File: src/nts_extractor_pkg.sv
package nts_extractor_pkg;

  // ------------------------------------------------
  // Word and byte-lane sizes
  // ------------------------------------------------

  // Engine FIFO and buffer RAM word
  localparam int DATA_W = 64;
  // Byte lanes per word on the MAC side
  localparam int BYTES_W = DATA_W / 8;
  // Last-word byte count, 0 to 8
  localparam int LWDV_W = 4;
  // Widest RAM word address the write struct can carry
  localparam int RAM_ADDR_MAX_W = 16;

  // ------------------------------------------------
  // Buffer descriptor state
  // ------------------------------------------------

  // Ring life cycle of one packet buffer
  typedef enum logic [1:0] {
    BUF_UNUSED  = 2'b00,
    BUF_WRITING = 2'b01,
    BUF_LOADED  = 2'b10,
    BUF_READING = 2'b11
  } buffer_state_e;

  // One RAM write from the engine reader
  // Address holds {buffer index, word index} in its low bits
  typedef struct packed {
    logic                      we;
    logic [RAM_ADDR_MAX_W-1:0] addr;
    logic [DATA_W-1:0]         data;
  } ram_wr_t;

  // One beat towards the MAC transmitter
  typedef struct packed {
    logic [BYTES_W-1:0] valid;
    logic [DATA_W-1:0]  data;
  } mac_beat_t;

  // Last word of a packet
  // The top k bytes move down to lanes 0..k-1, the rest go to zero
  // Counts outside 1..8 give an empty beat
  function automatic mac_beat_t repack_last_word(
    input logic [DATA_W-1:0] word,
    input logic [LWDV_W-1:0] lwdv
  );
    mac_beat_t beat;
    beat = '0;
    if (lwdv != '0 && int'(lwdv) <= BYTES_W) begin
      for (int i = 0; i < BYTES_W; i++) begin
        if (i < int'(lwdv)) begin
          beat.valid[i] = 1'b1;
          beat.data[8*i +: 8] = word[8*(BYTES_W - int'(lwdv) + i) +: 8];
        end
      end
    end
    return beat;
  endfunction

endpackage

File: src/nts_buffer_table.sv
`timescale 1ns/1ps

module nts_buffer_table #(
  parameter int BUF_SEL_W   = 8,
  parameter int WORD_ADDR_W = 8
) (
  input  logic                                 i_clk,
  input  logic                                 i_areset,
  // Reader strobes
  input  logic                                 i_claim,
  input  logic [nts_extractor_pkg::LWDV_W-1:0] i_claim_lwdv,
  input  logic                                 i_word_written,
  input  logic                                 i_packet_done,
  // Transmitter status
  input  logic                                 i_tx_idle,
  input  logic                                 i_tx_done,
  output logic                                 o_ready,
  // Writer-side descriptor
  output logic [BUF_SEL_W-1:0]                 o_wr_sel,
  output nts_extractor_pkg::buffer_state_e     o_wr_state,
  output logic [WORD_ADDR_W-1:0]               o_wr_end_addr,
  // Reader-side descriptor and handover
  output logic                                 o_tx_start,
  output logic [BUF_SEL_W-1:0]                 o_rd_sel,
  output logic [WORD_ADDR_W-1:0]               o_rd_end_addr,
  output logic [nts_extractor_pkg::LWDV_W-1:0] o_rd_lwdv
);
  import nts_extractor_pkg::*;

  localparam int NBUF = 2 ** BUF_SEL_W;
  localparam logic [BUF_SEL_W-1:0] SEL_LAST = '1;

  // Descriptor arrays, one entry per buffer
  logic [WORD_ADDR_W-1:0] end_addr_q [NBUF];
  logic [LWDV_W-1:0]      lwdv_q     [NBUF];
  buffer_state_e          state_q    [NBUF];

  // Ring pointers and boot sweep
  logic [BUF_SEL_W-1:0] wr_sel_q;
  logic [BUF_SEL_W-1:0] rd_sel_q;
  logic [BUF_SEL_W-1:0] sweep_q;
  logic                 ready_q;

  buffer_state_e rd_state;

  // ------------------------------------------------
  // Descriptor views
  // ------------------------------------------------

  assign o_ready       = ready_q;
  assign o_wr_sel      = wr_sel_q;
  assign o_wr_state    = state_q[wr_sel_q];
  assign o_wr_end_addr = end_addr_q[wr_sel_q];

  assign rd_state      = state_q[rd_sel_q];
  assign o_rd_sel      = rd_sel_q;
  assign o_rd_end_addr = end_addr_q[rd_sel_q];
  assign o_rd_lwdv     = lwdv_q[rd_sel_q];

  // Hand a loaded buffer to an idle transmitter
  assign o_tx_start = ready_q && rd_state == BUF_LOADED && i_tx_idle;

  // ------------------------------------------------
  // Pointers and sweep counter
  // ------------------------------------------------

  always_ff @(posedge i_clk or posedge i_areset) begin
    if (i_areset) begin
      ready_q  <= 1'b0;
      sweep_q  <= '0;
      wr_sel_q <= '0;
      rd_sel_q <= '0;
    end else begin
      // One descriptor per cycle until the last one is cleared
      if (!ready_q) begin
        if (sweep_q == SEL_LAST) begin
          ready_q <= 1'b1;
        end else begin
          sweep_q <= sweep_q + 1'b1;
        end
      end
      // Both rings wrap naturally
      if (i_packet_done) begin
        wr_sel_q <= wr_sel_q + 1'b1;
      end
      if (i_tx_done) begin
        rd_sel_q <= rd_sel_q + 1'b1;
      end
    end
  end

  // ------------------------------------------------
  // Descriptor updates
  // ------------------------------------------------

  // Writer and reader never touch the same entry in one cycle
  // The state decides which side owns it
  always_ff @(posedge i_clk) begin
    if (!ready_q) begin
      end_addr_q[sweep_q] <= '0;
      lwdv_q[sweep_q]     <= '0;
      state_q[sweep_q]    <= BUF_UNUSED;
    end else begin
      // Writer side
      if (i_claim) begin
        end_addr_q[wr_sel_q] <= '0;
        lwdv_q[wr_sel_q]     <= i_claim_lwdv;
        state_q[wr_sel_q]    <= BUF_WRITING;
      end
      if (i_word_written) begin
        end_addr_q[wr_sel_q] <= end_addr_q[wr_sel_q] + 1'b1;
      end
      if (i_packet_done) begin
        state_q[wr_sel_q] <= BUF_LOADED;
      end
      // Transmitter side
      if (o_tx_start) begin
        state_q[rd_sel_q] <= BUF_READING;
      end
      if (i_tx_done) begin
        state_q[rd_sel_q] <= BUF_UNUSED;
      end
    end
  end

  // Reader only fills a buffer it has claimed
  a_write_owned: assert property (@(posedge i_clk) disable iff (i_areset)
    i_word_written |-> state_q[wr_sel_q] == BUF_WRITING);

  // Transmitter only finishes the buffer it was handed
  a_done_owned: assert property (@(posedge i_clk) disable iff (i_areset)
    i_tx_done |-> rd_state == BUF_READING);

endmodule

File: config.mk
export PLATFORM = sky130hd
export DESIGN_NAME = nts_buffer_table
export DESIGN_NICKNAME = d
export VERILOG_FILES = /design/src/nts_extractor_pkg.sv /design/src/nts_buffer_table.sv
export SDC_FILE = /design/constraint.sdc
export NUM_CORES = 2
export LEC_CHECK = 0
export ABC_AREA = 0
export BUFFER_PORTS_ARGS = -buffer_cell sky130_fd_sc_hd__clkbuf_2
export CAP_MARGIN = 20
export CORE_ASPECT_RATIO = 0.7
export CORE_MARGIN = 4
export CORE_UTILIZATION = 25
export CTS_BUF_LIST = sky130_fd_sc_hd__clkbuf_4 sky130_fd_sc_hd__clkbuf_8 sky130_fd_sc_hd__clkbuf_16
export DETAILED_ROUTE_END_ITERATION = 16
export PLACE_DENSITY = 0.37
export SLEW_MARGIN = 20
export SYNTH_ARGS = -nofsm -noshare
export SYNTH_HDL_FRONTEND = slang
export SYNTH_SLANG_ARGS = --single-unit
export TNS_END_PERCENT = 50
File: constraint.sdc
create_clock -name i_clk -period 32.9 [get_ports i_clk]
set_clock_uncertainty 0.15 [all_clocks]
set_input_delay 6.58 -clock i_clk [delete_from_list [all_inputs] [get_ports i_clk]]
set_output_delay 6.58 -clock i_clk [all_outputs]
set_load 0.005 [all_outputs]
==> results by group <==
Run status
  • Status: finished, final reports clean

Final layout
  • Sequential Area: ~110000 sq um
  • Share of layout cells above drive strength 1: 32.57%
  • Area delta synth->final: 15.22%
  • NumNets Final: approximately 9.4k
  • Core Util, Final: between 20 and 30%
  • Filler cells: roughly 67k
  • Footprint of the multi-input gates: slightly below 60000 sq um

Logic synthesis
  • Synth cell count leaders: 3584 x edfxtp_1, 1688 x mux4_2, 701 x nor2_1
  • Syn Area/Cell: 18.18 sq um
  • YS warnings: 0
  • Unique masters post-synth: ~70
  • Count leader, synth: edfxtp_1
  • Synth area leaders: edfxtp_1 63%, mux4_2 22%, o32a_1 2.0%
  • Post-Syn Nets: 9442
  • Synth Register Bits: about 3.6k
  • Post-synthesis sequential area ratio: between 60 and 70%
  • Mapped Cells: about 9.4k
  • Post-synth ARST share: less than 1%
  • Synthesized area: 171300 sq um
  • Primary FF master, synth: edfxtp_1
  • Top-area cell type share of the netlist area: 62.82%
  • Yosys top cell by area: edfxtp_1
  • EDFF count, synth: 3584

Hold path
  • Hold Crit Class: register to register

Timing
  • Tcrit/Tclk final: a little under half
  • Final setup viols: 0
  • Hold WS: around 500 ps
  • TNS Setup: 0 ps
  • Unrepaired setup endpoints after global routing: false
  • Slew margin rel.: about 15%
  • Pin slew with the least headroom to its limit: 1272 ps
  • Max Slew Vio Count: 0
  • Fmax achieved: approximately 0.066 GHz
  • Minimum clock period: 15110 ps
  • Hold Violations, Final: 0

Clock network
  • # resized after CTS: 0
  • Clock Sinks: 3609
  • Setup repair bufs after CTS: 0
  • Inserted Clock Buffers: between 400 and 500
  • Clock Pin Slew Worst Setup and Hold Paths: 70 ps
  • H-tree depth: 5
  • CTS tree: built
  • Number of hold buffers added after cts: 0
  • Clock Latency Late Sink: 1070 ps
  • Clock Tree Buf Depth: 4
  • Root Driver: clkbuf_16

Global routing
  • Initial antenna violation count: 97
  • M2 GR Usage: about 29%
  • Met1 usage: 30.78%
  • First-pass GRT wire length: roughly 1000000 um
  • Vias in the first global route: around 100k
  • GR Util All Layers: slightly above 20%
  • Grt peak-use layer: met1
  • Grt ovf: 0
  • M3 GR Usage: 5.246%
  • Largest net degree at the start of global routing: roughly 190

Power
  • Leakage: 48.20 nW
  • Switch share: between 30% and 40%
  • Combinational share of power: between 30 and 40%
  • Final total power: approximately 0.014 W
  • Reg power frac: between 30 and 40%
  • Clock power frac: between 30% and 40%
  • Pint: ~0.009 W
  • Net Switching: about 0.0053 W
  • Pwr Density: 72.47 nW/um^2
  • VDD IR max: 0.07466 mV

Detailed routing
  • DRT antenna net count: 0
  • TritonRoute pass-1 iters: 6
  • Initial drt markers: about 16k
  • WL per Instance: roughly 39 um
  • DR vias/cell: 5.665
  • DRC errors left: 0
  • Drt total wl: between 700000 and 800000 um
  • DR vias: approximately 110k

Setup path
  • Critical path, cell by cell: buf_4 -> buf_4 -> buf_4 -> buf_4 -> buf_4 -> mux4_2 -> mux4_2 -> a22oi_1 -> nand3_1 -> a211oi_1 -> o31ai_2 -> buf_4 -> buf_4 -> clkbuf_2
  • Critical-path top delay cell: dfrtp_4
  • Required time of the critical path: 26170 ps
  • Startpoint Class: register
  • Worst setup EP type: output pin
  • Crit path DAT: 8380 ps
  • Most frequent CP cell: buf_4
  • CP max stage delay: 1000 ps
  • Critical Setup Path Class: register to output pin
  • Crit Path Max Fanout: 47

Place
  • Post-DP HPWL: approximately 470000 um
  • Port bufs: 50
  • RePlAce Congestion: 0.8489

Floorplanning
  • Die X: between 900 and 1000 um
  • Initial Utilization: about a quarter
  • Site row count: ~250
  • Die ar.: ~700000 sq um
  • Chip Height: 700.6 um
  • I/O pins: 51
  • Core area: a little under 700000 sq um

Job
  • Max-Cap Viols: 0
## kinds of logic (layout without fill, tap and decap cells)
| kind of cell | count (synthesis) | in the layout | synth area share [%] |
|---|---|---|---|
| flip-flops | 3609 | 3609 | 63.18 |
| multiplexers | 1994 | 1994 | 24.01 |
| AND/OR/NAND/NOR | 1436 | 1436 | 3.571 |
| AO/OA/AOI/OAI | 1367 | 1367 | 6.500 |
| buffers and inverters | 988 | 1329 | 2.569 |
| XOR/XNOR | 23 | 23 | 0.1176 |
| adder cells (fa/ha/maj) | 7 | 7 | 0.05112 |
| other | 0 | 20 | 0 |
## critical path: cells and delay by family, from the launching register on
kind,cells,cell delay (ps)
buf+inv,8,3720
simple gates,1,180
compound gates,3,1210
flops,1,1000
mux,2,1050
## power by group through the flow
stage,sequential [W],clock (W),combinational [W]
after floorplan,0.00509,0,0.00249
after global placement,0.00519,0,0.00449
after detailed placement,0.00519,0,0.00449
after CTS,0.00509,0.00483,0.00449
after global routing,0.00509,0.00503,0.00461
final,0.00509,0.00474,0.00448
## worst paths after layout
| check | from | endpoint | slack (ps) | cells past startpoint |
|---|---|---|---|---|
| min in group asynchronous | i_areset | o_rd_sel[3] | 5550 | 3 |
| max in group asynchronous | i_areset | o_wr_sel[3] | 26550 | 3 |
| worst max-delay path | o_rd_sel[1] | o_rd_end_addr[7] | 17790 | 14 |
| worst min register to register | sweep_q[7] | sweep_q[7] | 490 | 1 |
| worst max register to register | o_wr_sel[1] | end_addr_q[107][3] | 22690 | 15 |
| worst min-delay path | sweep_q[7] | sweep_q[7] | 490 | 1 |
## cell type report
type | count | area share (%)
flip-flops and latches | 3609 | 54.86
repair buffers | 563 | 2.255
inverters | 17 | 0.04183
multi-input cells | 4827 | 30.16
clock buffers | 497 | 5.543
clock inverters | 252 | 1.352
well taps | 9088 | 5.760
diodes | 20 | 0.02535
## placed cells by master (no fill, tap or decap), drive strengths merged, types with 132 or more instances in the layout
cell	count
buf	512
mux2i	266
o32a	349
nand2	327
edfxtp	3584
a22oi	144
o22a	171
o32ai	176
o22ai	132
clkbuf	548
nor3	204
nor2	701
clkinv	178
mux4	1688
## flip-flops by register name, indices dropped and copies added (netlist names)
name,cells
lwdv_q,1024
end_addr_q,2048
o_wr_sel,8
o_rd_sel,8
o_ready,1
sweep_q,8
state_q,512
## stage by stage
stage | cell area (sq um) | instances | worst slack, ps
global route | 197400 | 18858 | 17720
detailed placement | 183600 | 18098 | 18330
finish | 197400 | 18873 | 17790
floorplan | 171300 | 9424 | 13500
CTS | 197200 | 18847 | 17690
global placement | 183300 | 18086 | 18200
## per-layer routing
layer,up-vias,wire length [um],share of wire [%]
met5,-,184,0.025
li1,40661,-,-
met3,979,74920,10
met4,22,23160,3.2
met2,6072,303500,41
met1,59187,333100,45
(Power assumes the default switching activity.)
