`config.mk`:
```
export PLATFORM = sky130hd
export DESIGN_NAME = nts_engine_reader
export DESIGN_NICKNAME = d
export VERILOG_FILES = /design/src/nts_extractor_pkg.sv /design/src/nts_engine_reader.sv
export SDC_FILE = /design/constraint.sdc
export NUM_CORES = 1
export LEC_CHECK = 0
export BUFFER_PORTS_ARGS = -buffer_cell sky130_fd_sc_hd__buf_2
export CAP_MARGIN = 30
export CORE_MARGIN = 2
export CORE_UTILIZATION = 40
export DETAILED_ROUTE_END_ITERATION = 7
export PLACE_DENSITY = 0.77
export REMOVE_ABC_BUFFERS = 1
export SYNTH_ARGS = -nofsm -noshare
export SYNTH_HDL_FRONTEND = slang
export SYNTH_SLANG_ARGS = --single-unit
```
`constraint.sdc`:
```
create_clock -name i_clk -period 2.8 [get_ports i_clk]
set_clock_uncertainty 0.15 [all_clocks]
set_input_delay 0 -clock i_clk [delete_from_list [all_inputs] [get_ports i_clk]]
set_output_delay 0 -clock i_clk [all_outputs]
set_load 0.05 [all_outputs]
```
`src/nts_extractor_pkg.sv`:
```
package nts_extractor_pkg;

  // ------------------------------------------------
  // Word and byte-lane sizes
  // ------------------------------------------------

  // Engine FIFO and buffer RAM word
  localparam int DATA_W = 64;
  // Byte lanes per word on the MAC side
  localparam int BYTES_W = DATA_W / 8;
  // Last-word byte count, 0 to 8
  localparam int LWDV_W = 4;
  // Widest RAM word address the write struct can carry
  localparam int RAM_ADDR_MAX_W = 16;

  // ------------------------------------------------
  // Buffer descriptor state
  // ------------------------------------------------

  // Ring life cycle of one packet buffer
  typedef enum logic [1:0] {
    BUF_UNUSED  = 2'b00,
    BUF_WRITING = 2'b01,
    BUF_LOADED  = 2'b10,
    BUF_READING = 2'b11
  } buffer_state_e;

  // One RAM write from the engine reader
  // Address holds {buffer index, word index} in its low bits
  typedef struct packed {
    logic                      we;
    logic [RAM_ADDR_MAX_W-1:0] addr;
    logic [DATA_W-1:0]         data;
  } ram_wr_t;

  // One beat towards the MAC transmitter
  typedef struct packed {
    logic [BYTES_W-1:0] valid;
    logic [DATA_W-1:0]  data;
  } mac_beat_t;

  // Last word of a packet
  // The top k bytes move down to lanes 0..k-1, the rest go to zero
  // Counts outside 1..8 give an empty beat
  function automatic mac_beat_t repack_last_word(
    input logic [DATA_W-1:0] word,
    input logic [LWDV_W-1:0] lwdv
  );
    mac_beat_t beat;
    beat = '0;
    if (lwdv != '0 && int'(lwdv) <= BYTES_W) begin
      for (int i = 0; i < BYTES_W; i++) begin
        if (i < int'(lwdv)) begin
          beat.valid[i] = 1'b1;
          beat.data[8*i +: 8] = word[8*(BYTES_W - int'(lwdv) + i) +: 8];
        end
      end
    end
    return beat;
  endfunction

endpackage

```
`src/nts_engine_reader.sv`:
```
`timescale 1ns/1ps

module nts_engine_reader #(
  parameter int BUF_SEL_W   = 8,
  parameter int WORD_ADDR_W = 8
) (
  input  logic                                 i_clk,
  input  logic                                 i_areset,
  input  logic                                 i_ready,
  // Engine FIFO
  input  logic                                 i_packet_available,
  input  logic                                 i_fifo_empty,
  input  logic [nts_extractor_pkg::DATA_W-1:0] i_fifo_rd_data,
  input  logic [nts_extractor_pkg::LWDV_W-1:0] i_bytes_last_word,
  // Current writer descriptor
  input  logic [BUF_SEL_W-1:0]                 i_buf_sel,
  input  nts_extractor_pkg::buffer_state_e     i_buf_state,
  input  logic [WORD_ADDR_W-1:0]               i_buf_end_addr,
  output logic                                 o_fifo_rd_en,
  output logic                                 o_packet_read,
  // Strobes to the descriptor table
  output logic                                 o_claim,
  output logic [nts_extractor_pkg::LWDV_W-1:0] o_claim_lwdv,
  output logic                                 o_word_written,
  output logic                                 o_packet_done,
  output nts_extractor_pkg::ram_wr_t           o_ram_wr
);
  import nts_extractor_pkg::*;

  logic    rd_en_d;
  logic    pkt_read_d;
  ram_wr_t wr_d;

  // Byte count is latched by the table on claim
  assign o_claim_lwdv = i_bytes_last_word;

  // ------------------------------------------------
  // Claim, copy or finish
  // ------------------------------------------------

  always_comb begin
    o_claim        = 1'b0;
    o_word_written = 1'b0;
    o_packet_done  = 1'b0;
    rd_en_d        = 1'b0;
    pkt_read_d     = 1'b0;
    wr_d           = '0;
    if (i_ready) begin
      case (i_buf_state)
        // Free buffer and a packet waiting at the head
        BUF_UNUSED: begin
          if (i_packet_available && !i_fifo_empty) begin
            o_claim = 1'b1;
            rd_en_d = 1'b1;
          end
        end
        BUF_WRITING: begin
          if (i_fifo_empty) begin
            // Packet fully copied
            o_packet_done = 1'b1;
            pkt_read_d    = 1'b1;
          end else begin
            // Head word goes to {buffer, end address}
            o_word_written = 1'b1;
            rd_en_d        = 1'b1;
            wr_d.we        = 1'b1;
            wr_d.addr      = RAM_ADDR_MAX_W'({i_buf_sel, i_buf_end_addr});
            wr_d.data      = i_fifo_rd_data;
          end
        end
        // Loaded or reading buffer stalls until the ring frees it
        default: ;
      endcase
    end
  end

  // Write pipeline register and engine strobes
  always_ff @(posedge i_clk or posedge i_areset) begin
    if (i_areset) begin
      o_fifo_rd_en  <= 1'b0;
      o_packet_read <= 1'b0;
      o_ram_wr      <= '0;
    end else begin
      o_fifo_rd_en  <= rd_en_d;
      o_packet_read <= pkt_read_d;
      o_ram_wr      <= wr_d;
    end
  end

  // A finished packet holds at least two words
  a_min_packet: assert property (@(posedge i_clk) disable iff (i_areset)
    o_packet_done |-> i_buf_end_addr >= WORD_ADDR_W'(2));

endmodule

```
==> results of run 1 <==
==> registers in the layout, indices dropped and copies added, names as in the netlist <==
register / count
o_ram_wr: 81
o_fifo_rd_en: 1
o_packet_read: 1
==> cell families after synthesis <==
logic type / after synthesis
flip-flops: 83
AND/OR/NAND/NOR: 86
buffers and inverters: 14
==> layout make-up <==
type                    instances  area [um^2]
clock buffers                  11          131
inverters                       1         5.00
flip-flops and latches         83         2080
well taps                      80          100
repair buffers                264         1770
multi-input cells              86          547
clock inverters                 3         65.1
fillers                       496         1980
==> worst min-delay path: stages <==
cell and delay [ps]:
dlygate4sd3_1 530, buf_2 130, clkinv_2 250
==> how the worst max path moves through the flow <==
stage	startpoint	endpoint	slack (ps)	cells past startpoint
finish	i_buf_state[1]	o_ram_wr[3]$_DFF_PP0_	920	5
global route	i_buf_state[1]	o_ram_wr[3]$_DFF_PP0_	810	5
CTS	i_buf_state[1]	o_word_written	930	4
detailed placement	i_buf_state[1]	o_ram_wr[39]$_DFF_PP0_	1150	4
global placement	i_buf_state[1]	o_ram_wr[20]$_DFF_PP0_	1230	4
floorplan	i_areset	o_fifo_rd_en$_DFF_PP0_	510	1
==> power by group through the flow <==
stage | Sequential, mW | Clock, mW | Combinational [mW]
floorplan | 1.32 | 0 | 0.0402
CTS | 1.22 | 0.898 | 0.309
global route | 1.22 | 0.953 | 0.336
global placement | 1.24 | 0 | 0.201
detailed placement | 1.25 | 0 | 0.203
finish | 1.22 | 0.877 | 0.313
==> through the flow <==
stage	total power, mW	cell area (um^2)
after global placement	1.45	3610
after floorplan	1.36	2630
after CTS	2.43	4700
after global routing	2.51	4700
final	2.41	4700
after detailed placement	1.45	3610
==> routing by layer <==
| metal | vias up | global-route usage, % | wire, um |
|---|---|---|---|
| met5 | - | 0 | 0 |
| met3 | 16 | 7.52 | 675 |
| li1 | 1070 | - | - |
| met4 | 0 | 6.82 | 145 |
| met1 | 1052 | 22.0 | 2670 |
| met2 | 122 | 35.6 | 3820 |
==> placed cells by master, fill, tap and decap left out <==
cell	count
and2_1	80
and4b_1	1
and4bb_2	1
buf_2	172
buf_4	3
bufinv_16	2
clkbuf_1	2
clkbuf_8	9
clkinv_2	2
dfrtp_1	83
dlygate4sd3_1	89
nand2b_1	1
nor2_1	1
nor3_1	1
nor4b_1	1
==> Yosys cell counts, drive strengths merged <==
cell type	n	area share [%]
nor4b	1	0.32
inv	1	0.14
buf	6	1.8
and4bb	1	0.46
and4b	1	0.37
and2	80	18
clkbuf	7	1.3
nor2	1	0.14
nor3	1	0.18
dfrtp	83	77
nand2b	1	0.23
==> key figures, run 1 <==
Job
  • Maximum Capacitance Violations: 0

Final layout
  • Fraction of final layout cells sized beyond drive strength 1: 42.2%
  • Layout net count: 536
  • Final instance count without filler cells: 528
  • Synth-to-Final Area Change: 73.3%
  • Core occupancy in the finished layout: 70.3%
  • Diodes inserted: 0

Worst setup path
  • Max incr delay on CP: 680 ps
  • Type of the worst setup path: input port to flip-flop
  • Critical path data required time: 2920 ps
  • Crit path DAT: 2000 ps
  • Family with the most delay on the worst path: buffers and inverters
  • CP max FO: 46
  • Startpoint types: input port
  • Ordered list of cells on the worst path: dlygate4sd3_1 -> buf_2 -> and4bb_2 -> buf_4 -> and2_1
  • Crit path max-delay cell type: and4bb_2
  • CP Capture Type: flip-flop
  • Buffer and inverter count on the worst path: 3

STA
  • Headroom to the max-slew limit: 61.4%
  • Final Max Tran Viols: 0
  • Pin slew with the least headroom to its limit: 580 ps
  • Minimum period implied by the final worst setup slack: 1880 ps
  • Final worst-path setup slack: 924 ps
  • Final setup fails: 0
  • F_max: 533 MHz
  • Unrepaired setup endpoints after global routing: no
  • Summed negative setup slack over all endpoints: 0 ps
  • Final Hold Vio Count: 0
  • Worst-case hold slack: 22.9 ps
  • Final worst path period share: 67.0%

GRT
  • Wire length of the first global-routing pass: 11.3 mm
  • Initial antenna violation count: 0
  • Via count of the first global-routing pass: 2401
  • Gr usage total: 20.1%
  • Global route total overflow: 0
  • Largest net degree at the start of global routing: 47

Status
  • Run status: finished, final reports clean

Drt
  • Total number of vias: 2260
  • WL/cell: 13.9 um
  • Post-route antenna net violation count: 0
  • Final routed wirelength across all metal layers: 7.32 mm
  • Number of search-and-repair iterations in the first detailed-routing pass: 4
  • Final routed DRC violation total: 0
  • Drt via density: 4.28
  • Number of DRC markers after the initial detailed-route iteration: 90

Yosys
  • Syn Inst Count: 183
  • Main combinational cell family by area after synthesis: simple AND/OR/NAND/NOR gates
  • Sequential cell area fraction in the yosys report: 76.6%
  • Simple-Gate Fraction of Synth Area: 20.2%
  • Yosys reg bits: 83
  • Xor and xnor fraction of the mapped netlist area: 0%
  • Fraction of the mapped netlist area in compound gates: 0%
  • Area share of fa/ha/maj cells after synthesis: 0%
  • Post-synthesis instance area: 2710 um^2
  • Synthesized area per cell: 14.8 um^2
  • Count of different cell masters after synthesis: 12
  • Number of synthesis warnings: 0
  • Mux share of post-synthesis cell area: 0%

Power
  • Power per cell area: 513 nW/um^2
  • Sequential power share: 50.6%
  • Internal power summed over all cells: 1.86 mW
  • Part of the power in the clock network: 36.4%
  • Peak ir drop on the vdd network: 0.000336 V
  • Switching power summed over all nets: 0.554 mW
  • Part of the total power dissipated in combinational logic: 13.0%
  • Leakage power total: 2.71 nW
  • Switching power as a share of total power: 23.0%

Floorplanning
  • Die outline width: 86.3 um
  • Standard-cell rows: 30
  • DIE AREA: 7450 um^2
  • Core region area: 6680 um^2
  • Total I/O pin count: 181
  • Initial core utilization: 40.6%
  • Vertical die dimension: 86.3 um

Clock network
  • CTS HTree Levels: 3
  • Number of resized instances in the post-cts repair step: 0
  • TritonCTS Buffers: 9
  • Clock slew at the register clock pins of the worst setup and hold paths: 70 ps
  • TritonCTS clock tree: done
  • Post CTS Setup Buffer Count: 0
  • Root cell of the clock tree: clkbuf_8
  • Hold-fix buffer count after cts: 89
  • TritonCTS sink count: 83
  • Number of buffers on the longest clock path: 2

Place
  • Worst-case setup slack after placement: 1150 ps
  • Number of port buffers: 172
  • Routability congestion estimate from global placement: 0.708
  • Post-DP HPWL: 4.04 mm
  • Post-Place Cells: 425

Worst hold path
  • Min-delay worst type: input port to asynchronous set/reset pin
No activity file was read; power rests on OpenSTA's default activity.
==> run 2, diff against run 1 <==
- CORE_UTILIZATION: 40 -> 37
- PLACE_DENSITY: 0.77 -> 0.75
- clock period: 2.8 -> 1.59 ns (I/O delays scaled with it)
==> run 2 against run 1 <==
Effect of this change: cell area grew 1.9%; wire length rose by 1.6%; global-route usage is 1.8 points lower; core utilization down 3.6 points; total power up 84%; non-clock buffer count did not move; sequential power rose by 76%; die area grew 7.7%; worst setup slack worse by 820 ps; sequential share of layout area fell by 0.82 points; critical path type is now input port to output port; critical endpoint is now o_word_written; largest power group unchanged.
==> key figures, run 2 (synthesized netlist as in run 1, its figures left out) <==
Final layout
  • Core occupancy in the finished layout: 66.7% (-3.6 points)
  • Largest registers: o_ram_wr: 81 flops, o_fifo_rd_en: 1 flops, o_packet_read: 1 flops
  • Number of flip-flops under the largest register name: 81 (unchanged)
  • Final instance count without filler cells: 548 (+3.8%)
  • Diodes inserted: 0 (unchanged)
  • Layout net count: 536 (unchanged)
  • Synth-to-Final Area Change: 76.6%
  • Fraction of final layout cells sized beyond drive strength 1: 42.5% (+0.35 points)
  • Most common library cell in the layout ignoring fill and taps: buf_2
  • Largest reg by FF count: o_ram_wr
  • Most frequent cells in the layout: buf_2 (171), dlygate4sd3_1 (89), dfrtp_1 (83)

Worst hold path
  • Min-delay worst type: input port to flip-flop

Worst setup path
  • Buffer and inverter count on the worst path: 3 (unchanged)
  • Critical path data required time: 1440 ps (-1480 ps)
  • CP max FO: 12 (-74%)
  • Startpoint types: input port
  • Family with the most delay on the worst path: buffers and inverters
  • Max incr delay on CP: 530 ps (-150 ps)
  • Crit path DAT: 1340 ps (-660 ps)
  • Crit path max-delay cell type: dlygate4sd3_1
  • Ordered list of cells on the worst path: dlygate4sd3_1 -> buf_2 -> and4bb_4 -> clkbuf_4
  • Type of the worst setup path: input port to output port
  • CP Capture Type: output port

GRT
  • Global route total overflow: 0 (unchanged)
  • Via count of the first global-routing pass: 2449 (+2.0%)
  • Wire length of the first global-routing pass: 10.9 mm (-3.5%)
  • Gr usage total: 18.2% (-1.8 points)
  • Initial antenna violation count: 0 (unchanged)
  • Largest net degree at the start of global routing: 84 (+79%)

Clock network
  • Post CTS Setup Buffer Count: 0 (unchanged)
  • Root cell of the clock tree: clkbuf_8
  • Clock slew at the register clock pins of the worst setup and hold paths: 80 ps (about the same)
  • TritonCTS clock tree: done
  • TritonCTS sink count: 83 (unchanged)
  • TritonCTS Buffers: 9 (unchanged)
  • CTS HTree Levels: 3 (unchanged)
  • Number of buffers on the longest clock path: 2 (unchanged)

Floorplanning
  • Standard-cell rows: 31 (+3.3%)
  • Core region area: 7180 um^2 (+7.4%)
  • Total I/O pin count: 181 (unchanged)
  • Vertical die dimension: 89.6 um (+3.8%)
  • Initial core utilization: 37.8% (-2.8 points)
  • Die outline width: 89.6 um (+3.8%)
  • DIE AREA: 8030 um^2 (+7.7%)

Status
  • Run status: finished, final reports clean

Power
  • Peak ir drop on the vdd network: 0.000657 V (+96%)
  • Leakage power total: 2.73 nW (+0.78%)
  • Power per cell area: 928 nW/um^2 (+81%)

STA
  • Headroom to the max-slew limit: 65.7% (+4.4 points)
  • Final Max Tran Viols: 0 (unchanged)
  • Final Hold Vio Count: 0 (unchanged)
  • F_max: 673 MHz
  • Minimum period implied by the final worst setup slack: 1490 ps
  • Worst-case hold slack: 73.8 ps (+50.9 ps)
  • Unrepaired setup endpoints after global routing: no
  • Final setup fails: 0 (unchanged)
  • Pin slew with the least headroom to its limit: 512 ps (-67.2 ps)
  • Final worst path period share: 93.4%

Place
  • Post-Place Cells: 444 (+4.5%)
  • Routability congestion estimate from global placement: 0.695 (-1.9%)
  • Post-DP HPWL: 4.23 mm (+4.8%)
  • Number of port buffers: 172 (unchanged)

Drt
  • Number of DRC markers after the initial detailed-route iteration: 60 (-33%)
  • Final routed DRC violation total: 0 (unchanged)
  • Drt via density: 4.15 (-3.1%)
  • Final routed wirelength across all metal layers: 7.43 mm (+1.6%)
  • Number of search-and-repair iterations in the first detailed-routing pass: 4 (unchanged)
  • Post-route antenna net violation count: 0 (unchanged)
  • Total number of vias: 2274 (+0.62%)
  • WL/cell: 13.6 um (-2.1%)

Job
  • Maximum Capacitance Violations: 0 (unchanged)
run 2: changes by cell type in the layout (fill, tap and decap cells not counted), sizes merged:
cell	previous run	this run
buf	175	174
bufinv	2	3
clkinvlp	0	1
run 2: cell type report:
class                      count  area, um^2
tap                           99         124
inverter                       1        5.00
clock inverter                 5         103
sequential                    83        2080
timing repair buffer         264        1800
multi-input combinational     86         551
clock buffer                  10         128
fill                         508        2390
run 2: final timing paths:
| kind | startpoint | endpoint | slack, ps | cells past startpoint |
|---|---|---|---|---|
| hold / removal | i_ready | o_ram_wr[48]$_DFF_PP0_ | 70 | 3 |
| max in group asynchronous | i_areset | o_ram_wr[71]$_DFF_PP0_ | 790 | 4 |
| min in group asynchronous | i_areset | o_ram_wr[23]$_DFF_PP0_ | 140 | 4 |
| setup / recovery | i_buf_state[1] | o_word_written | 100 | 4 |
run 2: report_power, final:
part | internal (mW) | switching (mW) | leakage (nW)
Combinational | 0.269 | 0.290 | 1.47
Clock | 1.03 | 0.699 | 0.112
Sequential | 2.14 | 0.00830 | 1.15
Total | 3.44 | 0.997 | 2.73
run 2: per-stage QoR:
step,cell area (um^2),power (mW),setup TNS (ps),setup slack [ps]
global route,4790,4.63,0,73.1
global placement,3660,2.55,0,422
finish,4790,4.44,0,105
floorplan,2630,2.39,-81410,-697
detailed placement,3660,2.56,0,373
CTS,4780,4.50,0,29.8
run 2: per-layer routing:
metal | vias to the layer above | GRT usage [%] | routed length (um)
met3 | 20 | 5.76 | 651
met2 | 117 | 32.6 | 3870
met4 | 0 | 8.82 | 193
li1 | 1068 | - | -
met5 | - | 0 | 0
met1 | 1069 | 19.3 | 2710
run 2: what timing repair did:
item / 4_1_cts / 5_1_grt
hold buffers: 89 / 0
setup endpoints to repair: 0 / 1
hold endpoints to repair: 169 / 0
gates resized for setup: 0 / 2
run 2: worst min-delay path, cell delays in order:
cell and delay [ps]:
buf_2 120, and4bb_4 240, and2_1 160
