### config.mk
export PLATFORM = sky130hd
export DESIGN_NAME = nts_mac_tx
export DESIGN_NICKNAME = d
export VERILOG_FILES = /design/src/nts_extractor_pkg.sv /design/src/nts_mac_tx.sv
export SDC_FILE = /design/constraint.sdc
export NUM_CORES = 1
export LEC_CHECK = 0
export BUFFER_PORTS_ARGS = -buffer_cell sky130_fd_sc_hd__buf_4
export CAP_MARGIN = 10
export CORE_UTILIZATION = 40
export DETAILED_ROUTE_END_ITERATION = 10
export SLEW_MARGIN = 20
export SYNTH_ARGS = -nofsm -noshare
export SYNTH_HDL_FRONTEND = slang
export SYNTH_SLANG_ARGS = --single-unit
### constraint.sdc
create_clock -name i_clk -period 2.5 [get_ports i_clk]
set_clock_uncertainty 0.05 [all_clocks]
set_input_delay 0 -clock i_clk [delete_from_list [all_inputs] [get_ports i_clk]]
set_output_delay 0 -clock i_clk [all_outputs]
set_load 0.01 [all_outputs]
### src/nts_extractor_pkg.sv
package nts_extractor_pkg;

  // ------------------------------------------------
  // Word and byte-lane sizes
  // ------------------------------------------------

  // Engine FIFO and buffer RAM word
  localparam int DATA_W = 64;
  // Byte lanes per word on the MAC side
  localparam int BYTES_W = DATA_W / 8;
  // Last-word byte count, 0 to 8
  localparam int LWDV_W = 4;
  // Widest RAM word address the write struct can carry
  localparam int RAM_ADDR_MAX_W = 16;

  // ------------------------------------------------
  // Buffer descriptor state
  // ------------------------------------------------

  // Ring life cycle of one packet buffer
  typedef enum logic [1:0] {
    BUF_UNUSED  = 2'b00,
    BUF_WRITING = 2'b01,
    BUF_LOADED  = 2'b10,
    BUF_READING = 2'b11
  } buffer_state_e;

  // One RAM write from the engine reader
  // Address holds {buffer index, word index} in its low bits
  typedef struct packed {
    logic                      we;
    logic [RAM_ADDR_MAX_W-1:0] addr;
    logic [DATA_W-1:0]         data;
  } ram_wr_t;

  // One beat towards the MAC transmitter
  typedef struct packed {
    logic [BYTES_W-1:0] valid;
    logic [DATA_W-1:0]  data;
  } mac_beat_t;

  // Last word of a packet
  // The top k bytes move down to lanes 0..k-1, the rest go to zero
  // Counts outside 1..8 give an empty beat
  function automatic mac_beat_t repack_last_word(
    input logic [DATA_W-1:0] word,
    input logic [LWDV_W-1:0] lwdv
  );
    mac_beat_t beat;
    beat = '0;
    if (lwdv != '0 && int'(lwdv) <= BYTES_W) begin
      for (int i = 0; i < BYTES_W; i++) begin
        if (i < int'(lwdv)) begin
          beat.valid[i] = 1'b1;
          beat.data[8*i +: 8] = word[8*(BYTES_W - int'(lwdv) + i) +: 8];
        end
      end
    end
    return beat;
  endfunction

endpackage

### src/nts_mac_tx.sv
`timescale 1ns/1ps

module nts_mac_tx #(
  parameter int BUF_SEL_W   = 8,
  parameter int WORD_ADDR_W = 8
) (
  input  logic                                  i_clk,
  input  logic                                  i_areset,
  input  logic                                  i_ready,
  // Handover from the descriptor table
  input  logic                                  i_tx_start,
  input  logic [BUF_SEL_W-1:0]                  i_buf_sel,
  input  logic [WORD_ADDR_W-1:0]                i_end_addr,
  input  logic [nts_extractor_pkg::LWDV_W-1:0]  i_lwdv,
  // Buffer RAM read port
  input  logic [nts_extractor_pkg::DATA_W-1:0]  i_ram_rd_data,
  input  logic                                  i_mac_tx_ack,
  output logic                                  o_tx_idle,
  output logic                                  o_tx_done,
  output logic [BUF_SEL_W+WORD_ADDR_W-1:0]      o_ram_rd_addr,
  // MAC transmitter
  output logic                                  o_mac_tx_start,
  output logic [nts_extractor_pkg::BYTES_W-1:0] o_mac_tx_data_valid,
  output logic [nts_extractor_pkg::DATA_W-1:0]  o_mac_tx_data
);
  import nts_extractor_pkg::*;

  typedef enum logic [1:0] {
    TX_IDLE,
    TX_AWAIT_ACK,
    TX_WRITE,
    TX_WRITE_LAST
  } tx_state_e;

  tx_state_e state_q;
  tx_state_e state_d;

  // Word address of the next RAM read inside the buffer
  logic [WORD_ADDR_W-1:0] addr_q;
  logic [WORD_ADDR_W-1:0] addr_d;
  logic [WORD_ADDR_W-1:0] addr_nxt;

  logic      start_d;
  logic      start_q;
  mac_beat_t beat_d;
  mac_beat_t beat_q;

  assign o_tx_idle     = state_q == TX_IDLE;
  assign o_tx_done     = state_q == TX_WRITE_LAST;
  assign o_ram_rd_addr = {i_buf_sel, addr_q};

  assign o_mac_tx_start      = start_q;
  assign o_mac_tx_data_valid = beat_q.valid;
  assign o_mac_tx_data       = beat_q.data;

  // ------------------------------------------------
  // Transmit FSM
  // ------------------------------------------------

  always_comb begin
    state_d  = state_q;
    addr_d   = addr_q;
    start_d  = 1'b0;
    beat_d   = '0;
    addr_nxt = addr_q + 1'b1;
    case (state_q)
      TX_IDLE: begin
        if (i_ready && i_tx_start) begin
          start_d = 1'b1;
          addr_d  = '0;
          state_d = TX_AWAIT_ACK;
        end
      end
      // Word 0 is presented while waiting and is ready on ack
      TX_AWAIT_ACK: begin
        if (i_mac_tx_ack) begin
          addr_d  = WORD_ADDR_W'(1);
          state_d = TX_WRITE;
        end
      end
      // RAM shows the word before addr_q as a full beat
      TX_WRITE: begin
        beat_d.valid = '1;
        beat_d.data  = i_ram_rd_data;
        addr_d       = addr_nxt;
        // Next word read is the last one of the packet
        if (addr_nxt >= i_end_addr) begin
          state_d = TX_WRITE_LAST;
        end
      end
      TX_WRITE_LAST: begin
        beat_d  = repack_last_word(i_ram_rd_data, i_lwdv);
        state_d = TX_IDLE;
      end
      default: state_d = TX_IDLE;
    endcase
  end

  always_ff @(posedge i_clk or posedge i_areset) begin
    if (i_areset) begin
      state_q <= TX_IDLE;
      addr_q  <= '0;
      start_q <= 1'b0;
      beat_q  <= '0;
    end else begin
      state_q <= state_d;
      addr_q  <= addr_d;
      start_q <= start_d;
      beat_q  <= beat_d;
    end
  end

  // Last word never holds more bytes than one word has
  a_lwdv_in_range: assert property (@(posedge i_clk) disable iff (i_areset)
    state_q == TX_WRITE_LAST |-> i_lwdv <= LWDV_W'(BYTES_W));

endmodule

==> impl_results.md, run 1 <==
- Layout overhead on the synthesized area: 40.9%
- Fill cell instance count of the final layout: roughly 1300
- Share of Yosys cell area claimed by the top area cell type: 33.5%
- DRC violation total after the first TritonRoute iteration: 682
- CTS buffer count: 9
- Post-route minimum period: approximately 2.4 ns
- I/O pin cnt: 180
- Number of nets in the finished design: 965
- Number of remaining DRC errors: 2
- Flip-flop cell with the highest count after synthesis: sky130_fd_sc_hd__dfrtp_1
- Number of levels the H-tree was split into: 3
- CP Data Arrival Time: between 2 and 3 ns
- Total power: 6380 uW
- Highest clock rate: around 0.42 GHz
- Max_slew headroom: a little over a third
- Beginning of the worst hold path: i_mac_tx_ack
- R2r setup slk: about 0.12 ns
- Worst min-delay path endpoint: state_q[0]
- Instance area after placement: ~7600 sq um
- Number of cells in the finished layout apart from fillers: about 1000
- Root buf cell: sky130_fd_sc_hd__clkbuf_16
- Type of the worst min-delay path: in2reg
- Routability cong.: between 0.9 and 1
- Remaining global-route overflow: 0
- Most common cell after layout, fill and taps aside: sky130_fd_sc_hd__buf_4
- Final cycle utilization of the critical path: a little over nine tenths
- Starting utilization of the core area: roughly two fifths
- Share of cells above drive strength 1: a little over a third
- Number of setup violations in the final report: 0
- Outcome: complete, but fails checks
- Final setup margin: around 0.12 ns
- Average size of a mapped cell: ~9.9 sq um
- Area of the die: 16000 sq um
- Drt via density: 5.68
- Fraction of the yosys area taken by sequential cells: approximately a third
- Final ANT Viol Nets: 0
- Number of distinct library cell variants in the gate-level netlist after synthesis: 56
- Number of register bits inferred by synthesis: just over 80
- Async set or reset register ratio after synthesis: 100%
- Fin Hold WS: around 0.10 ns
- Failing checks: design-rule violations
- Floorplan die height: between 100 and 150 um
- Final slew viol count: 0
- DR WL/cell: between 20 and 25 um
- Global-route total usage across every layer: a little over a quarter
- Buffers added on ports: 163
- Top library cells by usage in the layout, fill and taps aside: sky130_fd_sc_hd__buf_4 (186), sky130_fd_sc_hd__nand2_1 (125), sky130_fd_sc_hd__dfrtp_1 (82)
- CTS tree: built
- Synthesized netlist cell count: about 620
- Post-synthesis cell type with the largest combined area: sky130_fd_sc_hd__dfrtp_1
- Peak ir drop on the vdd network: ~0.46 mV
- Kind of start point of the critical path: register
- Kind of capture point of the worst setup path: register
- Number of antenna violations at the first check in global routing: 0
- FF-to-FF End: state_q[1]
- Routed wire length: ~21000 um
- Inst Count DP: around 950
- Worst EP required: 2.68 ns
- Largest net degree at the start of global routing: 75
- Row count: 45
- Clock sinks: just over 80
- Number of enable flip-flop cells after synthesis: 0
- Leading post-synthesis cells by cell area: sky130_fd_sc_hd__dfrtp_1 (34%), sky130_fd_sc_hd__mux4_2 (15%), sky130_fd_sc_hd__mux2i_1 (9.1%), sky130_fd_sc_hd__nand2_1 (7.6%), sky130_fd_sc_hd__o21ai_0 (6.4%)
- Reg-to-Reg Start: addr_q[0]
- Pleak: between 0.004 and 0.005 uW
- Net count after synthesis: approximately 740
- Power Density: ~730 nW/um^2
- Post-detail-place hpwl: about 15000 um
- Number of cells traversed by the worst register-to-register path: 9
- Number of vias in the routed layout: ~6000
- Slew @ Worst Pin: around 0.97 ns
- Core outline area: 15100 sq um
- DIE WIDTH: approximately 130 um
- Maximum fanout encountered on the critical timing path: 6
- Critical path class: reg2reg
- Worst setup slack before clock tree synthesis: -0.0672 ns
- Warnings, synthesis: 0
- Diode count: 0
- Worst Hold Path Cells: 3
- Final design area excluding fillers: approximately 8700 sq um
- Final hold viol count: 0
- Max-cap violations: 0
- Wire length of the first global-routing pass: 32400 um
- Total area of sequential cells: approximately 2100 sq um
- Maximum buffer depth of the clock tree: 2
- Vias in the first global route: 5815
- Netlist Area Pre-Place: a little over 6000 sq um
- Worst-Skew Late Latency: between 0.3 and 0.4 ns
- Number of search-and-repair iterations in the first detailed-routing pass: 8
- Clock slew at reported path FFs: around 0.060 ns
- Area occupied by multi-input gates: 3790 sq um
cell families after synthesis:
logic type,synth area share (%)
DFF,33.5
buffers and inverters,6.00
xor gates and xnor gates,2.51
adders and majority gates,4.65
AOI/OAI and AO/OA,13.6
and+or+nand+nor,11.2
muxes,28.5
Yosys cell counts, types with 3 or more instances:
cell type	count
sky130_fd_sc_hd__xnor2_1	8
sky130_fd_sc_hd__nor2b_1	5
sky130_fd_sc_hd__inv_1	29
sky130_fd_sc_hd__ha_1	23
sky130_fd_sc_hd__o21ai_1	3
sky130_fd_sc_hd__buf_4	10
sky130_fd_sc_hd__nand3_1	9
sky130_fd_sc_hd__o2111ai_1	4
sky130_fd_sc_hd__nor2_1	11
sky130_fd_sc_hd__mux2i_1	56
sky130_fd_sc_hd__buf_2	15
sky130_fd_sc_hd__nand2_1	125
sky130_fd_sc_hd__dfrtp_1	83
sky130_fd_sc_hd__mux4_2	40
sky130_fd_sc_hd__o21ai_2	8
sky130_fd_sc_hd__a221o_1	4
sky130_fd_sc_hd__clkbuf_1	15
sky130_fd_sc_hd__o211ai_1	3
sky130_fd_sc_hd__o21ai_0	79
sky130_fd_sc_hd__buf_1	4
sky130_fd_sc_hd__a21oi_1	6
sky130_fd_sc_hd__a211oi_1	3
sky130_fd_sc_hd__xor2_1	6
sky130_fd_sc_hd__mux2_2	27
sky130_fd_sc_hd__buf_6	3
sky130_fd_sc_hd__a22oi_1	3
cell type report:
| type | instances | share of cell area, % |
|---|---|---|
| multi-input combinational | 463 | 43.5 |
| timing repair buffer | 265 | 25.4 |
| sequential | 83 | 23.8 |
| clock buffer | 12 | 2.94 |
| tap | 188 | 2.70 |
| inverter | 31 | 1.35 |
| clock inverter | 4 | 0.287 |
metal layers:
layer  up-vias  wire length, um  share of wire, %  GRT usage (%)
met5         -                0                 0              0
met4         0              541               2.6           10.3
met3        45             1800               8.5           4.43
met2       348             9430                45           40.1
met1      2849             9320                44           38.0
li1       2697                -                 -              -
per-stage QoR:
stage	utilization [%]	setup TNS (ns)
2_1_floorplan	-	0
3_3_place_gp	50.4	0
3_5_place_dp	50.4	-0.0672
4_1_cts	57.3	0
5_1_grt	57.6	-0.0330
6_report	57.6	0
registers in the layout, indices dropped and copies added, names as in the netlist:
name and cells:
state_q 2, o_mac_tx_data 64, o_mac_tx_data_valid 8, o_mac_tx_start 1, addr_q 8
where the power goes:
| part | internal [uW] | switching [uW] | total [uW] |
|---|---|---|---|
| Clock | 725 | 566 | 1290 |
| Combinational | 1460 | 1680 | 3140 |
| Sequential | 1770 | 184 | 1950 |
how the worst max path moves through the flow:
stage	end	slack, ns	start
floorplan	o_mac_tx_data[48]	0.01	i_lwdv[0]
global placement	state_q[1]	0.002	addr_q[0]
detailed placement	state_q[1]	-0.07	addr_q[0]
CTS	state_q[1]	0.01	addr_q[0]
global route	state_q[1]	-0.03	addr_q[0]
finish	state_q[1]	0.12	addr_q[0]
worst max-delay path, stage by stage, from the launching register on:
cell and delay [ns]:
sky130_fd_sc_hd__dfrtp_2 0.41, sky130_fd_sc_hd__ha_2 0.23, sky130_fd_sc_hd__nand3_2 0.11, sky130_fd_sc_hd__xnor2_2 0.17, sky130_fd_sc_hd__ha_1 0.28, sky130_fd_sc_hd__o21a_1 0.11
sky130_fd_sc_hd__o211ai_1 0.07, sky130_fd_sc_hd__a31o_2 0.24, sky130_fd_sc_hd__a211oi_4 0.23, sky130_fd_sc_hd__mux2_2 0.37
repair_timing:
action	CTS	global route
pin swaps	0	2
endpoints found under the setup margin	1	1
hold buffers	76	0
endpoints found under the hold margin	110	0
setup buffers	0	2
gates resized for setup	2	7
Power figures use the tool's default switching activity.
==> inputs of run 2 (changes only) <==
--- a/config.mk
+++ b/config.mk
@@ -5,7 +5,7 @@
 export SDC_FILE = /design/constraint.sdc
 export NUM_CORES = 1
 export LEC_CHECK = 0
-export BUFFER_PORTS_ARGS = -buffer_cell sky130_fd_sc_hd__buf_4
+export BUFFER_PORTS_ARGS = -buffer_cell sky130_fd_sc_hd__buf_2
 export CAP_MARGIN = 10
 export CORE_UTILIZATION = 40
 export DETAILED_ROUTE_END_ITERATION = 10
==> run 2 against run 1 <==
The run still ends with design-rule violations left. Combinational power decreased by 8.9%. Sequential cell count is the same. Die area unchanged. Non-clock buffer count increased by 6. Count of clock-buffer cells in the layout decreased by 2. Worst hold slack worse by 0.040 ns. Sequential share of layout area grew 0.92 points. Critical path type unchanged. Critical endpoint unchanged. Largest power group unchanged.
==> impl_results.md, run 2 (synthesis results as in run 1) <==
- Row count: 45
- Post-route minimum period: ~2.4 ns
- Critical path class: reg2reg
- CTS tree: built
- Top library cells by usage in the layout, fill and taps aside: sky130_fd_sc_hd__buf_2 (162), sky130_fd_sc_hd__nand2_1 (125), sky130_fd_sc_hd__dfrtp_1 (83)
- Vias in the first global route: ~5800
- Number of nets in the finished design: between 900 and 1000
- Highest clock rate: 0.420 GHz
- Fill cell instance count of the final layout: around 1300
- Drt via density: about 5.6
- Worst-Skew Late Latency: ~0.34 ns
- Wire length of the first global-routing pass: approximately 32000 um
- Crit path largest cell delay: ~0.41 ns
- Kind of start point of the critical path: register
- Share of cells above drive strength 1: between 30% and 40%
- Root buf cell: sky130_fd_sc_hd__clkbuf_16
- Peak ir drop on the vdd network: between 0.5 and 0.6 mV
- Net switching fraction of the power: between 30% and 40%
- CP Data Arrival Time: roughly 2.6 ns
- Number of search-and-repair iterations in the first detailed-routing pass: 8
- Largest delay share family, worst path: compound AO/OA/AOI/OAI gates
- Maximum fanout encountered on the critical timing path: 5
- Post-detail-place hpwl: about 15000 um
- Outcome: complete, but fails checks
- Routed wire length: slightly above 20000 um
- DR WL/cell: 19.6 um
- Number of levels the H-tree was split into: 3
- Critical path, cell by cell: ha_2 > nand3_2 > xnor2_2 > ha_1 > o21a_1 > o211ai_1 > a31o_2 > a211oi_2 > mux2_2
- I/O pin cnt: 180
- Maximum buffer depth of the clock tree: 2
- Number of remaining DRC errors: 2
- Worst EP required: ~2.7 ns
- Number of vias in the routed layout: 5907
- Flip-flop count of the largest register after layout: 64
- Slew @ Worst Pin: ~1.0 ns
- Sum Neg Setup Slack: 0 ns
- Diode count: 0
- Final slew viol count: 0
- Power Density: between 700 and 800 nW/um^2
- Core outline area: 15100 sq um
- Clock network power share: between 20% and 30%
- Worst Path Buf+Inv: 0
- Remaining global-route overflow: 0
- Most common cell after layout, fill and taps aside: sky130_fd_sc_hd__buf_2
- Number of setup violations in the final report: 0
- Kind of capture point of the worst setup path: register
- Routability cong.: 0.918
- Starting utilization of the core area: 40.9%
- Largest net degree at the start of global routing: 67
- Fin Hold WS: around 0.06 ns
- Internal power contribution: roughly 3900 uW
- Global-route total usage across every layer: 26.2%
- Final cycle utilization of the critical path: approximately 95%
- Buffers added on ports: around 160
- Part of the total power dissipated in sequential elements: about 30%
- Area of the die: 16000 sq um
- Clock sinks: 83
- RSZ-0062 raised after global routing: no
- CP max stage cell: sky130_fd_sc_hd__dfrtp_1
- Final ANT Viol Nets: 0
- Part of the total power dissipated in combinational logic: ~46%
- Clock slew at reported path FFs: around 0.060 ns
- DRC violation total after the first TritonRoute iteration: roughly 570
- DIE WIDTH: 126 um
- Pleak: 0.00416 uW
- Max_slew headroom: 30.0%
- Number of antenna violations at the first check in global routing: 0
- Floorplan die height: roughly 130 um
- Reported net switching power: 2370 uW
- Final hold viol count: 0
- CTS buffer count: 9
- Max-cap violations: 0
- Layout overhead on the synthesized area: 35.5%
- Type of the worst min-delay path: in2reg
- Failing checks: design-rule violations
## run 2: changes by cell type in the layout (fill, tap and decap cells not counted), sizes merged
cell         delta
dlygate4sd3     -1
clkbuf          -2
bufinv          +2
buf             +7
## run 2: cell type report
type	count	area (sq um)	area share (%)
Clock buffer	10	239	2.85
Sequential cell	83	2080	24.7
Multi-Input combinational cell	463	3780	45.1
Inverter	31	118	1.40
Clock inverter	6	88.8	1.06
Timing Repair Buffer	271	1850	22.1
Tap cell	188	235	2.80
## run 2: worst register-to-register path, stage by stage (launching register included)
cell                       delay [ns]
sky130_fd_sc_hd__dfrtp_1         0.41
sky130_fd_sc_hd__ha_2            0.24
sky130_fd_sc_hd__nand3_2         0.11
sky130_fd_sc_hd__xnor2_2         0.16
sky130_fd_sc_hd__ha_1            0.27
sky130_fd_sc_hd__o21a_1          0.10
sky130_fd_sc_hd__o211ai_1        0.08
sky130_fd_sc_hd__a31o_2          0.23
sky130_fd_sc_hd__a211oi_2        0.26
sky130_fd_sc_hd__mux2_2          0.36
## run 2: worst paths after layout
kind / from / end / slack (ns) / cells after the start
min in group asynchronous: i_areset / o_mac_tx_data[46] / 0.23 / 3
setup reg to reg: addr_q[1] / state_q[1] / 0.12 / 9
hold / removal: i_lwdv[3] / o_mac_tx_data_valid[6] / 0.06 / 3
max in group asynchronous: i_areset / o_mac_tx_data[16] / 1.51 / 4
setup / recovery: addr_q[1] / state_q[1] / 0.12 / 9
hold reg to reg: addr_q[6] / addr_q[6] / 0.52 / 2
## run 2: through the flow
step	utilization [%]	instance area (sq um)	instances	worst slack [ns]	power, uW
after floorplan	-	6200	624	0.0126	3590
after global placement	48.0	7270	959	0.0544	4620
after detailed placement	48.0	7270	959	0.0247	4640
after global routing	55.4	8390	1052	0.0114	6600
after CTS	55.2	8350	1050	0.0113	6220
final	55.4	8390	1052	0.118	6240
## run 2: repair_timing
action                                 in CTS  in global routing
hold buffers                               75                  0
endpoints found under the hold margin     108                  0
setup endpoints to repair                   0                  1
setup buffers                               0                  2
resized for setup                           0                  6
## run 2: power by group through the flow
stage / clock (uW) / combinational (uW) / sequential [uW]
CTS: 1480 / 2820 / 1920
detailed placement: 0 / 2710 / 1930
floorplan: 0 / 1450 / 2140
finish: 1460 / 2860 / 1920
global route: 1550 / 3100 / 1960
global placement: 0 / 2690 / 1930
## run 2: metal layers
| metal | global-route usage (%) | part of all wire, % | up-vias |
|---|---|---|---|
| li1 | - | - | 2713 |
| met1 | 37.6 | 45 | 2812 |
| met2 | 38.1 | 44 | 323 |
| met3 | 4.93 | 7.6 | 59 |
| met4 | 12.1 | 3.1 | 0 |
| met5 | 0 | 0 | - |
